$ cat config.mk
export PLATFORM = sky130hd
export DESIGN_NAME = booth_top
export DESIGN_NICKNAME = d
export VERILOG_FILES = /design/src/booth_pkg.sv /design/src/stream_fifo.sv /design/src/booth_controller.sv /design/src/booth_datapath.sv /design/src/booth_core.sv /design/src/booth_top.sv
export SDC_FILE = /design/constraint.sdc
export NUM_CORES = 1
export LEC_CHECK = 0
export BUFFER_PORTS_ARGS = -buffer_cell sky130_fd_sc_hd__buf_2
export CAP_MARGIN = 30
export CORE_MARGIN = 2
export CORE_UTILIZATION = 66
export DETAILED_ROUTE_END_ITERATION = 7
export PLACE_DENSITY = 0.86
export SETUP_SLACK_MARGIN = 0.02
export SYNTH_ARGS = -nofsm -noshare
export SYNTH_HDL_FRONTEND = slang
export SYNTH_SLANG_ARGS = --single-unit
$ cat constraint.sdc
create_clock -name clk -period 5.21 [get_ports clk]
set_input_delay 1.042 -clock clk [delete_from_list [all_inputs] [get_ports clk]]
set_output_delay 1.042 -clock clk [all_outputs]
set_load 0.01 [all_outputs]
$ cat src/booth_pkg.sv
package booth_pkg;

    // Operand and product sizes
    localparam int OPERAND_WIDTH    = 16;
    localparam int PRODUCT_WIDTH    = 2 * OPERAND_WIDTH;

    // One guard bit so that subtracting the most negative multiplicand cannot overflow
    localparam int ACC_WIDTH        = OPERAND_WIDTH + 1;

    // Radix-2 Booth retires one multiplier bit per step
    localparam int STEP_COUNT       = OPERAND_WIDTH;
    localparam int STEP_COUNT_WIDTH = 5;               // Holds 0..16

    // Queue depth of both stream FIFOs
    localparam int FIFO_DEPTH       = 4;

    // Step action, indexed by {multiplier lsb, extra low bit}
    typedef enum logic [1:0] {
        op_hold     = 2'b00,                           // Run of zeros
        op_add      = 2'b01,                           // End of a run of ones
        op_sub      = 2'b10,                           // Start of a run of ones
        op_hold_alt = 2'b11                            // Inside a run of ones
    } booth_op_t;

    // Request payload
    typedef struct packed {
        logic signed [OPERAND_WIDTH-1:0] multiplicand;
        logic signed [OPERAND_WIDTH-1:0] multiplier;
    } mul_req_t;

    // Response payload
    typedef struct packed {
        logic signed [PRODUCT_WIDTH-1:0] product;      // Two's complement product
    } mul_rsp_t;

endpackage

$ cat src/stream_fifo.sv
`timescale 1ns/1ps

module stream_fifo #(
    parameter type T     = logic [7:0],
    parameter int  DEPTH = 4
) (
    input  logic clk,
    input  logic rst,
    input  logic in_valid,
    output logic in_ready,
    input  T     in_data,
    output logic out_valid,
    input  logic out_ready,
    output T     out_data
);

    T                         mem [DEPTH];              // Payload storage
    logic [$clog2(DEPTH)-1:0] wr_ptr;
    logic [$clog2(DEPTH)-1:0] rd_ptr;
    logic [$clog2(DEPTH):0]   count;                    // Occupancy 0..DEPTH
    logic                     do_write;
    logic                     do_read;

    // Full queue still takes a new item when the head leaves in the same cycle
    assign in_ready  = (count != DEPTH) || out_ready;
    assign out_valid = (count != '0);
    assign out_data  = mem[rd_ptr];

    assign do_write = in_valid && in_ready;
    assign do_read  = out_valid && out_ready;

    always_ff @(posedge clk) begin
        if (do_write) begin
            mem[wr_ptr] <= in_data;
        end
    end

    // Pointers wrap on their own since DEPTH is a power of two
    always_ff @(posedge clk or negedge rst) begin
        if (!rst) begin
            wr_ptr <= '0;
            rd_ptr <= '0;
        end else begin
            if (do_write) begin
                wr_ptr <= wr_ptr + 1'b1;
            end
            if (do_read) begin
                rd_ptr <= rd_ptr + 1'b1;
            end
        end
    end

    always_ff @(posedge clk or negedge rst) begin
        if (!rst) begin
            count <= '0;
        end else if (do_write && !do_read) begin
            count <= count + 1'b1;                      // Push only
        end else if (do_read && !do_write) begin
            count <= count - 1'b1;                      // Pop only
        end
    end

endmodule

$ cat src/booth_controller.sv
`timescale 1ns/1ps

module booth_controller (
    input  logic clk,
    input  logic rst,
    input  logic src_valid,
    output logic src_ready,
    input  logic dest_ready,
    output logic dest_valid,
    input  logic last_step,
    output logic load,
    output logic step_en,
    output logic capture,
    output logic clear
);

    typedef enum logic [1:0] {
        s_idle = 2'b00,                                 // Waiting for an operand pair
        s_iter = 2'b01,                                 // Booth steps running
        s_hold = 2'b10,                                 // Product offered downstream
        s_done = 2'b11                                  // Turnaround before next request
    } ctrl_state_t;

    ctrl_state_t state;
    ctrl_state_t next_state;

    always_ff @(posedge clk or negedge rst) begin
        if (!rst) begin
            state <= s_idle;
        end else begin
            state <= next_state;
        end
    end

    always_comb begin
        // Every output gets a defined value in every state
        src_ready  = 1'b0;
        dest_valid = 1'b0;
        load       = 1'b0;
        step_en    = 1'b0;
        capture    = 1'b0;
        clear      = 1'b0;
        next_state = state;

        case (state)
            s_idle: begin
                src_ready = 1'b1;
                if (src_valid) begin
                    load       = 1'b1;                  // Latch operands, zero accumulator
                    next_state = s_iter;
                end else begin
                    clear      = 1'b1;                  // Keep working registers clean
                    next_state = s_idle;
                end
            end

            s_iter: begin
                step_en = 1'b1;
                if (last_step) begin
                    capture    = 1'b1;                  // Final step result into output reg
                    next_state = s_hold;
                end else begin
                    next_state = s_iter;
                end
            end

            s_hold: begin
                dest_valid = 1'b1;
                clear      = 1'b1;                      // Result register keeps the product
                if (dest_ready) begin
                    next_state = s_done;
                end else begin
                    next_state = s_hold;
                end
            end

            s_done: begin
                next_state = s_idle;                    // All strobes low for one cycle
            end

            default: begin
                next_state = s_idle;
            end
        endcase
    end

endmodule

$ cat src/booth_datapath.sv
`timescale 1ns/1ps

module booth_datapath (
    input  logic                 clk,
    input  logic                 rst,
    input  logic                 load,
    input  logic                 step_en,
    input  logic                 capture,
    input  logic                 clear,
    input  booth_pkg::mul_req_t  operands,
    input  booth_pkg::booth_op_t op_sel,
    output booth_pkg::booth_op_t booth_pair,
    output logic                 last_step,
    output booth_pkg::mul_rsp_t  result
);

    import booth_pkg::*;

    logic signed [ACC_WIDTH-1:0]    mcand;              // Sign-extended multiplicand
    logic signed [ACC_WIDTH-1:0]    acc;                // Upper half of the running product
    logic [OPERAND_WIDTH-1:0]       mplier;             // Lower half, shifts out the multiplier
    logic                           extra_bit;          // Bit shifted out of mplier last step
    logic [STEP_COUNT_WIDTH-1:0]    step_cnt;
    logic signed [ACC_WIDTH-1:0]    sum;
    logic signed [ACC_WIDTH-1:0]    acc_next;
    logic [OPERAND_WIDTH-1:0]       mplier_next;

    always_comb begin
        sum = acc;
        case (op_sel)
            op_add:              sum = acc + mcand;
            op_sub:              sum = acc - mcand;
            op_hold, op_hold_alt: sum = acc;
        endcase
    end

    // Arithmetic right shift of {acc, mplier, extra_bit}
    assign acc_next    = {sum[ACC_WIDTH-1], sum[ACC_WIDTH-1:1]};
    assign mplier_next = {sum[0], mplier[OPERAND_WIDTH-1:1]};

    assign booth_pair = booth_op_t'({mplier[0], extra_bit});
    assign last_step  = (step_cnt == STEP_COUNT_WIDTH'(STEP_COUNT - 1));

    always_ff @(posedge clk or negedge rst) begin
        if (!rst) begin
            step_cnt <= '0;
        end else if (load || clear) begin
            step_cnt <= '0;
        end else if (step_en) begin
            step_cnt <= step_cnt + 1'b1;
        end
    end

    always_ff @(posedge clk) begin
        if (load) begin
            mcand     <= {operands.multiplicand[OPERAND_WIDTH-1], operands.multiplicand};
            acc       <= '0;
            mplier    <= operands.multiplier;
            extra_bit <= 1'b0;
        end else if (step_en) begin
            acc       <= acc_next;
            mplier    <= mplier_next;
            extra_bit <= mplier[0];
        end else if (clear) begin
            acc       <= '0;
            mplier    <= '0;
            extra_bit <= 1'b0;
        end
    end

    // Guard bit of acc is dropped, the product always fits in PRODUCT_WIDTH
    always_ff @(posedge clk) begin
        if (capture) begin
            result.product <= {acc_next[PRODUCT_WIDTH-OPERAND_WIDTH-1:0], mplier_next};
        end
    end

endmodule

$ cat src/booth_core.sv
`timescale 1ns/1ps

module booth_core (
    input  logic                clk,
    input  logic                rst,
    input  logic                src_valid,
    output logic                src_ready,
    input  booth_pkg::mul_req_t src_data,
    output logic                dest_valid,
    input  logic                dest_ready,
    output booth_pkg::mul_rsp_t dest_data
);

    import booth_pkg::*;

    logic      load;
    logic      step_en;
    logic      capture;
    logic      clear;
    logic      last_step;
    booth_op_t booth_pair;                              // Next step action from the datapath

    booth_controller ctrl0 (
        .clk        (clk),
        .rst        (rst),
        .src_valid  (src_valid),
        .src_ready  (src_ready),
        .dest_ready (dest_ready),
        .dest_valid (dest_valid),
        .last_step  (last_step),
        .load       (load),
        .step_en    (step_en),
        .capture    (capture),
        .clear      (clear)
    );

    // Operands are taken straight from the stream, held stable until acceptance
    booth_datapath dp0 (
        .clk        (clk),
        .rst        (rst),
        .load       (load),
        .step_en    (step_en),
        .capture    (capture),
        .clear      (clear),
        .operands   (src_data),
        .op_sel     (booth_pair),
        .booth_pair (booth_pair),
        .last_step  (last_step),
        .result     (dest_data)
    );

endmodule

$ cat src/booth_top.sv
`timescale 1ns/1ps

module booth_top (
    input  logic                clk,
    input  logic                rst,
    input  logic                req_valid,
    output logic                req_ready,
    input  booth_pkg::mul_req_t req,
    output logic                rsp_valid,
    input  logic                rsp_ready,
    output booth_pkg::mul_rsp_t rsp
);

    import booth_pkg::*;

    logic     core_src_valid;
    logic     core_src_ready;
    mul_req_t core_src_data;
    logic     core_dest_valid;
    logic     core_dest_ready;
    mul_rsp_t core_dest_data;

    // Queues requests while the core is busy
    stream_fifo #(
        .T     (mul_req_t),
        .DEPTH (FIFO_DEPTH)
    ) req_fifo (
        .clk       (clk),
        .rst       (rst),
        .in_valid  (req_valid),
        .in_ready  (req_ready),
        .in_data   (req),
        .out_valid (core_src_valid),
        .out_ready (core_src_ready),
        .out_data  (core_src_data)
    );

    booth_core core0 (
        .clk        (clk),
        .rst        (rst),
        .src_valid  (core_src_valid),
        .src_ready  (core_src_ready),
        .src_data   (core_src_data),
        .dest_valid (core_dest_valid),
        .dest_ready (core_dest_ready),
        .dest_data  (core_dest_data)
    );

    // Absorbs results while the consumer stalls
    stream_fifo #(
        .T     (mul_rsp_t),
        .DEPTH (FIFO_DEPTH)
    ) rsp_fifo (
        .clk       (clk),
        .rst       (rst),
        .in_valid  (core_dest_valid),
        .in_ready  (core_dest_ready),
        .in_data   (core_dest_data),
        .out_valid (rsp_valid),
        .out_ready (rsp_ready),
        .out_data  (rsp)
    );

endmodule

---- After elaboration in Yosys (flattened, before gate mapping) ----
Memory sizes are Yosys's and may differ from the RTL's.
Index checks and enable logic that the tools add are counted.
operators by class
  add/subtract/negate cells ............... 11
  eq/ne operators ......................... 9
  mux-type cells .......................... 31
  reductions and logical operators ........ 25
operator list
  operator             count
  $pmux 17 s3          1
  $mux 16              3
  $mux 17              2
  $add 17x16->17       1
  $sub 17x16->17       1
  $mux 1               16
  $mux 3               4
  $mux 5               2
  $reduce_bool 3->1    3
  $add 2x1->2 const B  4
  $eq 2x2->1 const B   4
  $logic_and 1x1->1    8
  $pmux 2 s4           1
  $reduce_bool 2->1    4
  $add 3x1->3 const B  2
  $ne 3x3->1 const B   2
  $sub 3x1->3 const B  2
  $add 5x1->5 const B  1
  $eq 5x4->1 const B   1
  $eq 2x1->1 const B   2
  $logic_not 1->1      4
  $logic_not 2->1      2
  $logic_or 1x1->1     3
  $mux 2               1
  2 further kinds      2
storage, ports and cells
  bits in registers ....................... 103
  RAM bits ................................ 256
  output and inout port bits .............. 34
  word-level logic and storage cells ...... 91
  memories ................................ 2
memory list
  memory        depth  bits a word  read ports  clocked after memory_dff  wr ports  RTL line           RTL
  req_fifo.mem  4      32           1           0                         1         stream_fifo.sv:17  T mem [DEPTH];
  rsp_fifo.mem  4      32           1           0                         1         stream_fifo.sv:17

---- Logic depth before layout (Yosys ltp) ----
Gate-level depths: netlist (run 1).
  word-level depth ........................ 8
  gate-level depth with buffers ........... 15
  depth with buffers taken out ............ 14

---- Cells and area by module ----
A second synthesis (run 1) with hierarchy kept.
unflattened totals
  cell total of the unflattened synthesis .. 784
  area total of the unflattened synthesis .. 14415.1 µm²
by module, submodules not included
  module                   instances  cells an instance  area an instance (µm²)  sequential area each (µm²)
  stream_fifo at req_fifo  1          204                5031.1                  4018.9
  stream_fifo at rsp_fifo  1          204                5028.6                  4018.9
  booth_datapath           1          363                4232.8                  2387.3
  booth_controller         1          13                 122.6                   50.0

---- Least setup slack after synthesis (run 1) ----
No wires, ideal clock.
  kind .................................... reg-to-reg
  start point ............................. register core0.dp0.mcand[0]
  end point ............................... register core0.dp0.acc[14]
  setup time .............................. 114 ps
  arrival time ............................ 3256 ps
  data required time ...................... 5096 ps
  path slack .............................. 1840 ps
  stages on the path, launching flop included .. 16
  period minus slack after synthesis ...... 3370 ps
  cells stage by stage .................... edfxtp_1 -> inv_1 -> ha_1 -> or4b_4 -> nor4_4 -> nor2b_1 -> a21oi_1 -> xnor2_1 -> ha_1 -> clkbuf_1 -> a211oi_1 -> o21bai_1 -> or3_1 -> nor3_1 -> a221oi_2 -> a21o_1
on the way
  cells in the longest elaborated chain, start to end .. 3
RTL lines
  what                                              RTL line                                    RTL
  from (decl)                                       booth_datapath.sv:19                        logic signed [ACC_WIDTH-1:0] mcand;
  from (signal assigned)                            booth_datapath.sv:56                        mcand <= {operands.multiplicand[OPERAND_WIDTH-1], operands.multiplicand};
  $sub 17x16->17 or $add 17x16->17 (tied branches)  booth_datapath.sv:32, booth_datapath.sv:31
  $pmux 17 s3 (*)                                   booth_datapath.sv:30                        case (op_sel)
  net core0.dp0.sum[15]                             booth_datapath.sv:24                        logic signed [ACC_WIDTH-1:0] sum;
  $mux 17 (*)                                       booth_datapath.sv:60                        end else if (step_en) begin
  to (signal assigned)                              booth_datapath.sv:61                        acc <= acc_next;
  to (decl)                                         booth_datapath.sv:20                        logic signed [ACC_WIDTH-1:0] acc;
The timed path passes the listed nets; every way through them passes the cells marked *.
A chain may end at the register's enable or synchronous reset.

---- Worst setup path in the final report (run 1) ----
  start point ............................. register core0.dp0.mcand[2]
  end point ............................... register core0.dp0.result[28] in the netlist's numbering, data pin
on the way
  cells in the longest elaborated chain, start to end .. 2
RTL lines
  what                                              RTL line                                    RTL
  $sub 17x16->17 or $add 17x16->17 (tied branches)  booth_datapath.sv:32, booth_datapath.sv:31
  $pmux 17 s3 (*)                                   booth_datapath.sv:30
  net core0.dp0.sum[13]                             booth_datapath.sv:24
  to (decl)                                         booth_datapath.sv:14                        output booth_pkg::mul_rsp_t result
Marks and branches as above.

==> results of run 1 <==
kinds of logic (layout without fill, tap and decap cells):
group / after synthesis / count (layout)
AO/OA/AOI/OAI: 103 / 103
XOR/XNOR: 39 / 39
adder cells (fa/ha/maj): 33 / 33
buffers and inverters: 54 / 160
flip-flops: 358 / 358
multiplexers: 79 / 79
AND/OR/NAND/NOR: 129 / 129
through the flow:
step	hold slack, ns	setup slack [ns]	area, sq um	util	instances
2_1_floorplan	0.4268	1.841	14530	-	795
3_3_place_gp	0.4406	1.706	15180	0.6997	1122
3_5_place_dp	0.4418	1.503	15180	0.6997	1122
4_1_cts	0.4475	1.439	16250	0.7492	1181
5_1_grt	0.4712	1.156	16250	0.7492	1181
6_report	0.4443	1.361	16250	0.7492	1181
path summary, 6_finish.rpt:
kind                       cells after the start              endpoint  slack [ns]
setup / recovery                              12  core0.dp0.result[28]        1.36
max in group asynchronous                      1    req_fifo.rd_ptr[0]        4.34
setup reg to reg                              12  core0.dp0.result[28]        1.36
hold / removal                                 0   core0.dp0.result[2]        0.44
min in group asynchronous                      1    rsp_fifo.rd_ptr[1]        0.48
hold reg to reg                                0   core0.dp0.result[2]        0.44
cells in the mapped netlist, drive strengths merged, types with 4 or more instances:
| cell type | number |
|---|---|
| edfxtp | 320 |
| mux4 | 64 |
| nand2 | 31 |
| ha | 30 |
| nor2 | 27 |
| xnor2 | 27 |
| clkbuf | 24 |
| o21ai | 22 |
| dfrtp | 21 |
| inv | 19 |
| a22o | 18 |
| dfxtp | 17 |
| a21oi | 16 |
| and2 | 15 |
| xor2 | 12 |
| buf | 11 |
| nand2b | 10 |
| nor2b | 10 |
| nor3 | 10 |
| a21o | 9 |
| mux2i | 9 |
| and3 | 6 |
| mux2 | 6 |
| o31ai | 6 |
| o211a | 4 |
| o211ai | 4 |
| or3 | 4 |
layout by cell type (no fill, tap or decap), types with 4 or more instances in the layout:
master     count
edfxtp_1     320
buf_2         69
mux4_2        64
clkbuf_16     36
nand2_1       31
ha_1          30
nor2_1        27
xnor2_1       27
o21ai_0       21
dfrtp_1       19
inv_1         18
a22o_1        18
dfxtp_1       17
a21oi_1       15
buf_4         13
xor2_1        12
clkbuf_1      11
nand2b_1      10
nor2b_1       10
nor3_1         9
a21o_1         9
and2_1         9
mux2i_1        9
mux2_2         6
and3_1         6
o31ai_1        5
or3_1          4
o211ai_1       4
and2_2         4
o211a_1        4
routing by layer:
metal,vias to the layer above,track usage,wire (um)
met5,-,0,0
met4,0,0.06898,631
met3,56,0.03982,1529
met2,294,0.4138,14550
met1,3785,0.3283,10820
li1,3313,-,-
flip-flops by register name (all words and copies together) (netlist names), named ones only:
name                 count
req_fifo.mem           128
req_fifo.count           3
core0.dp0.acc           16
rsp_fifo.count           3
core0.dp0.mcand         16
req_fifo.wr_ptr          2
core0.dp0.result        32
rsp_fifo.wr_ptr          2
core0.ctrl0.state        1
req_fifo.rd_ptr          2
core0.dp0.mplier        16
rsp_fifo.mem           128
rsp_fifo.rd_ptr          2
core0.dp0.step_cnt       5
core0.dp0.extra_bit      1
cell type report:
cell class	count	area [sq um]	share of cell area
Timing Repair Buffer	82	442.9	0.02726
Inverter	19	71.32	0.004389
Clock inverter	10	103.9	0.006391
Tap cell	280	350.3	0.02156
Multi-Input combinational cell	383	3834	0.2359
Sequential cell	358	10480	0.6448
Clock buffer	49	969.7	0.05968
power by group through the flow:
stage	Sequential, mW	Combinational, mW	Clock [mW]
after floorplan	3.99	2.77	0
after global placement	4.10	3.32	0
after detailed placement	4.15	3.50	0
after CTS	4.11	3.60	2.41
after global routing	4.16	3.90	2.52
final	4.11	3.62	2.37
==> impl_metrics.csv, run 1 <==
group,metric,value,unit
status,status,"complete, no violations",
pwr,switching_share,0.3291,
global_routing,grtUsageTotal,0.2418,
pwr,intPower,6.773,mW
route,route.detailed.drc,0,
global_routing,antenna_found_initial,0,
cts,hold_buffers,0,
critical_path,crit_path_max_fanout,6,
route,drt_iter0_drc,513,
final_layout,layout.nets,948,
yosys,synthSimpleGateAreaFrac,0.04686,
global_routing,grt_overflow,0,
route,finalWirelength,27.53,mm
cts,post-cts-setup-buffers,0,
cts,clk_latency,0.52,ns
floorplanning,die_y,152.4,um
timing,setup_violations,0,
cts,post_cts_resized,0,
final_layout,drive_gt1_frac,0.2408,
floorplanning,initial_core_util,0.6698,
yosys,yosysSeqAreaShare,0.7211,
cts,h-tree-depth,2,
yosys,synth_adder_area_share,0.02997,
final_layout,num-fill-cells,1193,
cts,clkSinkCount,358,
placement,portBuffers,69,
floorplanning,core_area,21690,sq um
yosys,syn_nets,864,
cts,clockRootBuffer,"clkbuf_16",
yosys,ys_types,59,
yosys,muxShareOfSynthArea,0.1101,
yosys,async_reset_ff_frac,0.05866,
route,first_pass_iters,5,
timing,clock_skew,0.02495,ns
yosys,synth-seq-cells,358,
pwr,power_switching,3.323,mW
yosys,synth_area_leaders,"edfxtp_1 66%, mux4_2 9.9%, dfrtp_1 3.6%, ha_1 2.6%, dfxtp_1 2.3%",
timing,rsz0062_at_grt,"no",
yosys,yosysWarnings,0,
critical_path,timing.critical_path.buf_inv,0,
critical_path,rr_startpoint,"core0.dp0.mcand[2]",
pwr,p_clk_frac,0.235,
worst_hold_path,hp-class,"register to register",
yosys,yosysTopAreaCell,"edfxtp_1",
yosys,synth_top_area_share,0.6615,
floorplanning,io_pins,70,
yosys,synthFlopType,"edfxtp_1",
critical_path,worst-endpoint-required,5.44,ns
pwr,power_density,621.3,nW/um^2
timing,max_slew_margin,0.4274,
route,ant_nets,0,
global_routing,grt_max_degree,45,
cts,clk_pin_slew_worst_paths,0.06,ns
critical_path,arrival,4.08,ns
worst_hold_path,min_from,"core0.dp0.mplier[3]",
critical_path,worstPathCellList,"nor2_1 -> nor4b_1 -> nand3b_1 -> o21bai_1 -> xor2_1 -> ha_1 -> a21oi_4 -> nand2_1 -> a221o_1 -> or2_1 -> o41ai_2 -> o31ai_1",
final_layout,diodes,0,
yosys,synth_compound_gate_area_share,0.05280,
route,avgRoutedWirePerCell,23.31,um
placement,place_hpwl,16.35,mm
yosys,synthCells,795,
critical_path,cp_top_family,"simple AND/OR/NAND/NOR gates",
cts,cts_made_buffers,35,
critical_path,cp-startpoint,"core0.dp0.mcand[2]",
floorplanning,rows,54,
pwr,power.leakage,5.685,nW
yosys,synth_top_family_by_area,"multiplexers",
pwr,seq_power_share,0.407,
job,maxCapViolCount,0,
timing,min_period_over_period,0.7388,
pwr,power,10.10,mW
cts,cts_buffer_depth,3,
yosys,netlist_area,14530,sq um
critical_path,cpPeakStageDelay,0.58,ns
timing,finalCriticalPeriod,3.849,ns
pwr,ir_drop,0.0004283,V
timing,finalHoldViolCount,0,
global_routing,grt_pass1_wl,43.52,mm
critical_path,critPathKind,"register to register",
critical_path,crit_path_start_kind,"register",
floorplanning,die_w,152.4,um
route,via_per_inst,6.307,
critical_path,endpoint_kind,"register",
route,vias,7448,
final_layout,area_delta_synth_final,11.86,%
yosys,synth_edf_count,320,
yosys,synth-xor-area-share,0.02351,
global_routing,grt_pass1_vias,7747,
critical_path,cpMaxStageDelayCell,"nor4b_1",
timing,worst_pin_slew,0.8589,ns
placement,gp_congestion,0.9344,
timing,fmax,259.8,MHz
floorplanning,dieArea,23210,sq um
cts,cts_tree,"yes",
timing,slew_viol_final,0,
pwr,p_comb_frac,0.358,
timing,tns,0,ns
yosys,syn_area_per_cell,18.27,sq um
Power figures use the tool's default switching activity.
==> inputs of run 2 (changes only) <==
--- a/config.mk
+++ b/config.mk
@@ -8,9 +8,9 @@
 export BUFFER_PORTS_ARGS = -buffer_cell sky130_fd_sc_hd__buf_2
 export CAP_MARGIN = 30
 export CORE_MARGIN = 2
-export CORE_UTILIZATION = 66
+export CORE_UTILIZATION = 61
 export DETAILED_ROUTE_END_ITERATION = 7
-export PLACE_DENSITY = 0.86
+export PLACE_DENSITY = 0.8
 export SETUP_SLACK_MARGIN = 0.02
 export SYNTH_ARGS = -nofsm -noshare
 export SYNTH_HDL_FRONTEND = slang
==> constraint.sdc (replaced) <==
create_clock -name clk -period 4 [get_ports clk]
set_input_delay 0.8 -clock clk [delete_from_list [all_inputs] [get_ports clk]]
set_output_delay 0.8 -clock clk [all_outputs]
set_load 0.01 [all_outputs]
==> run 2 against run 1 <==
Against the previous run:
- global-route usage shrank 2.9 points
- setup slack lost 1.1 ns
- sequential share of layout area shrank 0.79 points
==> impl_metrics.csv, run 2 (synthesized netlist as in run 1, its figures left out) <==
group,metric,value,unit
status,status,"complete, no violations",
floorplanning,die_w,158.3,um
global_routing,antenna_found_initial,0,
final_layout,layout.nets,954,
route,route.detailed.drc,0,
floorplanning,dieArea,25060,sq um
timing,worst_pin_slew,0.5830,ns
global_routing,grt_overflow,0,
floorplanning,die_y,158.3,um
global_routing,grt_pass1_vias,7440,
global_routing,grt_pass1_wl,40.61,mm
final_layout,drive_gt1_frac,0.2434,
final_layout,num-fill-cells,1458,
timing,rsz0062_at_grt,"no",
timing,finalCriticalPeriod,3.712,ns
placement,gp_congestion,0.8538,
pwr,power.leakage,5.779,nW
cts,cts_made_buffers,35,
final_layout,layout_commonest_cell,"edfxtp_1",
critical_path,crit_path_max_fanout,10,
critical_path,r2r_end,"core0.dp0.acc[14]",
timing,tns,0,ns
cts,cts_tree,"yes",
final_layout,area_delta_synth_final,13.25,%
cts,post_cts_resized,0,
job,maxCapViolCount,0,
cts,clkSinkCount,358,
timing,finalHoldViolCount,0,
critical_path,critPathKind,"register to register",
final_layout,top_regs,"req_fifo.mem x128, rsp_fifo.mem x128, core0.dp0.result x32",
route,ant_nets,0,
critical_path,ff2ff_path_depth,14,
route,first_pass_iters,5,
cts,clk_latency,0.52,ns
placement,place_hpwl,16.13,mm
critical_path,endpoint_kind,"register",
floorplanning,initial_core_util,0.6207,
pwr,power_density,802.9,nW/um^2
floorplanning,core_area,23400,sq um
route,via_per_inst,5.909,
global_routing,grt_max_degree,36,
timing,fin_ws,0.2878,ns
final_layout,layout_common_cells,"320 x edfxtp_1, 69 x buf_2, 64 x mux4_2",
cts,h-tree-depth,2,
critical_path,rrSetupSlack,0.29,ns
critical_path,rr_startpoint,"core0.dp0.mcand[0]",
timing,clock_skew,0.009352,ns
route,drt_iter0_drc,466,
cts,post-cts-setup-buffers,0,
floorplanning,rows,56,
timing,min_period_over_period,0.9280,
cts,hold_buffers,0,
critical_path,worst-endpoint-required,4.42,ns
placement,portBuffers,69,
final_layout,multiInputGateArea,3829,sq um
critical_path,crit_path_start_kind,"register",
timing,slew_viol_final,0,
pwr,ir_drop,0.0004531,V
critical_path,arrival,4.13,ns
timing,fmax,269.4,MHz
final_layout,register_area,10480,sq um
route,vias,7280,
global_routing,grtUsageTotal,0.2129,
worst_hold_path,hp-class,"primary input to asynchronous set/reset pin",
timing,setup_violations,0,
cts,clk_pin_slew_worst_paths,0.07,ns
placement,dp_slack,0.3497,ns
timing,max_slew_margin,0.6113,
floorplanning,io_pins,70,
cts,clockRootBuffer,"clkbuf_16",
cts,cts_buffer_depth,3,
route,avgRoutedWirePerCell,20.52,um
route,finalWirelength,25.28,mm
run 2: per-stage QoR:
step | util | std cells | cell area (sq um) | hold WS [ns] | power [mW]
CTS | 0.7020 | 1230 | 16430 | 0.2433 | 13.25
finish | 0.7030 | 1232 | 16450 | 0.2402 | 13.21
detailed placement | 0.6525 | 1166 | 15270 | 0.4442 | 9.969
floorplan | - | 795 | 14530 | 0.4268 | 8.804
global route | 0.7028 | 1231 | 16450 | 0.2669 | 13.96
global placement | 0.6525 | 1166 | 15270 | 0.4464 | 9.720
run 2: report_power, final:
group	switching [mW]	total [mW]	internal (mW)
registers	0.382	5.29	4.90
logic	2.47	4.65	2.18
clock network	1.33	3.27	1.94
run 2: area by class of cell:
class | instances | area share
Timing Repair Buffer | 88 | 0.03118
Tap cell | 319 | 0.02426
Clock buffer | 46 | 0.05697
Sequential cell | 358 | 0.6369
Inverter | 19 | 0.004335
Multi-Input combinational cell | 383 | 0.2327
Antenna cell | 1 | 0.0001521
Clock inverter | 18 | 0.01346
run 2: worst max-delay path by stage:
stage,slack (ns),depth (start not counted),to,start
after floorplan,0.63,15,core0.dp0.acc[14],core0.dp0.mcand[0]
after global placement,0.45,14,core0.dp0.acc[14],core0.dp0.mcand[0]
after detailed placement,0.35,14,core0.dp0.acc[14],core0.dp0.mcand[0]
after CTS,0.28,14,core0.dp0.acc[14],core0.dp0.mcand[0]
after global routing,0.03,12,core0.dp0.result[31],core0.dp0.mcand[0]
final,0.29,14,core0.dp0.acc[14],core0.dp0.mcand[0]
run 2: worst max-delay path, cell delays in order, from the launching register on:
cell and delay (ns):
edfxtp_1 0.45, inv_1 0.10, ha_1 0.20, or4b_4 0.49, nor4_4 0.23, nor2b_1 0.23
a21oi_1 0.10, xnor2_1 0.16, ha_1 0.41, a211oi_1 0.28, o21bai_1 0.13, or3_1 0.31
nor3_1 0.25, a221oi_2 0.07, a21o_1 0.19
run 2: per-layer routing:
layer	track usage	wire (um)	share of wire
met1	0.2908	10920	0.43
met2	0.3625	12750	0.50
met3	0.03593	1187	0.047
met4	0.05663	427	0.017
met5	0	0	0
==> inputs of run 3 (changes only) <==
==> constraint.sdc (replaced) <==
create_clock -name clk -period 4 [get_ports clk]
set_input_delay 0.2 -clock clk [delete_from_list [all_inputs] [get_ports clk]]
set_output_delay 0.2 -clock clk [all_outputs]
set_load 0.01 [all_outputs]
==> run 3 against run 2 <==
Against the previous run:
- setup slack gained 0.050 ns
- hold slack worse by 0.051 ns
- design area grew 1.8%
- power about the same
- sequential share of layout area down 1.1 points
- critical path depth unchanged
- critical path type unchanged
- largest power group unchanged
==> impl_metrics.csv, run 3 (synthesized netlist as in run 1, its figures left out) <==
group,metric,value,unit
status,status,"complete, no violations",
worst_hold_path,hp-class,"primary input to register",
final_layout,layout_common_cells,"320 x edfxtp_1, 69 x buf_2, 64 x mux4_2",
route,vias,7387,
placement,place_area,15260,sq um
cts,cts_tree,"yes",
cts,cts_made_buffers,35,
critical_path,crit_path_max_fanout,10,
critical_path,crit_top_cell,"ha_1",
timing,fin_ws,0.3379,ns
timing,max_slew_margin,0.5961,
pwr,power.leakage,5.897,nW
placement,place_hpwl,15.89,mm
route,drt_iter0_drc,599,
floorplanning,die_w,158.3,um
cts,clk_pin_slew_worst_paths,0.06,ns
critical_path,crit_path_start_kind,"register",
critical_path,arrival,4.07,ns
timing,slew_viol_final,0,
floorplanning,die_y,158.3,um
cts,clkSinkCount,358,
final_layout,num-fill-cells,1441,
placement,gp_congestion,0.8450,
route,route.detailed.drc,0,
floorplanning,initial_core_util,0.6207,
pwr,power,13.20,mW
pwr,power_density,788.2,nW/um^2
timing,clock_skew,0.01838,ns
critical_path,cpMaxStageDelayCell,"or4b_4",
global_routing,antenna_found_initial,0,
timing,fmax,273.1,MHz
global_routing,grtUsageTotal,0.2202,
critical_path,timing.critical_path.buf_inv,1,
placement,dp_slack,0.3812,ns
cts,post-cts-setup-buffers,0,
route,finalWirelength,26.24,mm
timing,min_period_over_period,0.9155,
final_layout,fin_area,16750,sq um
global_routing,grt_overflow,0,
global_routing,grt_pass1_wl,41.57,mm
floorplanning,dieArea,25060,sq um
cts,clk_latency,0.51,ns
critical_path,cp_top_family,"simple AND/OR/NAND/NOR gates",
cts,cts_buffer_depth,3,
route,avgRoutedWirePerCell,20.76,um
cts,clockRootBuffer,"clkbuf_16",
route,via_per_inst,5.844,
critical_path,worstPathCellList,"inv_1 -> ha_1 -> or4b_4 -> nor4_4 -> nor2b_1 -> a21oi_1 -> xnor2_1 -> ha_1 -> a211oi_1 -> o21bai_1 -> or3_1 -> nor3_1 -> a221oi_2 -> a21o_1",
global_routing,grt_max_degree,36,
final_layout,layout_commonest_cell,"edfxtp_1",
floorplanning,core_area,23400,sq um
global_routing,grt_pass1_vias,7597,
final_layout,diodes,0,
route,first_pass_iters,5,
route,ant_nets,0,
critical_path,worst-endpoint-required,4.41,ns
timing,finalHoldViolCount,0,
final_layout,layout.nets,988,
timing,rsz0062_at_grt,"no",
floorplanning,io_pins,70,
job,maxCapViolCount,0,
cts,h-tree-depth,2,
final_layout,top_regs,"req_fifo.mem x128, rsp_fifo.mem x128, core0.dp0.result x32",
timing,tns,0,ns
critical_path,cpPeakStageDelay,0.49,ns
critical_path,critPathKind,"register to register",
final_layout,drive_gt1_frac,0.2370,
pwr,ir_drop,0.0004618,V
placement,portBuffers,69,
final_layout,area_delta_synth_final,15.32,%
critical_path,endpoint_kind,"register",
timing,finalCriticalPeriod,3.662,ns
timing,setup_violations,0,
floorplanning,rows,56,
timing,worst_pin_slew,0.6059,ns
==> run 3: cell count changes in the layout (fill, tap and decap cells not counted), sizes merged <==
cell	before	now
diode	1	0
clkinvlp	0	2
dlygate4sd3	0	34
clkbuf	46	44
inv	22	20
clkinv	11	13
bufinv	4	3
==> run 3: worst min-delay path, stage by stage <==
cell and delay (ns):
buf_2 0.11, and2_0 0.25, xnor2_1 0.10
==> run 3: path summary, 6_finish.rpt <==
kind	cells after the start	end	slack (ns)	startpoint
min in group asynchronous	2	rsp_fifo.count[1]	0.20	rst
hold / removal	3	req_fifo.wr_ptr[0]	0.19	req_valid
setup reg to reg	14	core0.dp0.acc[14]	0.34	core0.dp0.mcand[0]
max in group asynchronous	2	req_fifo.rd_ptr[0]	3.44	rst
hold reg to reg	0	core0.dp0.result[13]	0.46	core0.dp0.mplier[14]
setup / recovery	14	core0.dp0.acc[14]	0.34	core0.dp0.mcand[0]
==> run 3: through the flow <==
step,instances,hold WS [ns],utilization
2_1_floorplan,795,-0.09559,-
3_3_place_gp,1166,0.1638,0.6519
3_5_place_dp,1166,0.1892,0.6519
4_1_cts,1263,0.1835,0.7147
5_1_grt,1264,0.2296,0.7158
6_report,1264,0.1892,0.7158
==> run 3: area by class of cell <==
class                      count  area (sq um)  area share
sequential                   358         10480      0.6254
multi-input combinational    383          3835      0.2289
clock buffer                  44         940.9     0.05617
timing repair buffer         122         840.8     0.05019
tap                          319         399.1     0.02383
clock inverter                19         187.7     0.01120
inverter                      19         71.32    0.004257
==> run 3: power breakdown <==
| part | internal [mW] | switching (mW) |
|---|---|---|
| sequential | 4.90 | 0.411 |
| clock | 1.87 | 1.32 |
| combinational | 2.19 | 2.50 |
| total | 8.97 | 4.24 |
==> run 3: repair_timing <==
action,CTS,global route
hold buffers,34,0
setup endpoints to repair,0,2
resized for setup,0,1
hold endpoints to repair,151,0
==> run 3: layer usage <==
metal | vias up | routed length, um | global-route usage
met5 | - | 0 | 0
met3 | 40 | 1507 | 0.03702
li1 | 3386 | - | -
met4 | 0 | 474 | 0.06564
met1 | 3724 | 10940 | 0.3042
met2 | 237 | 13310 | 0.3681
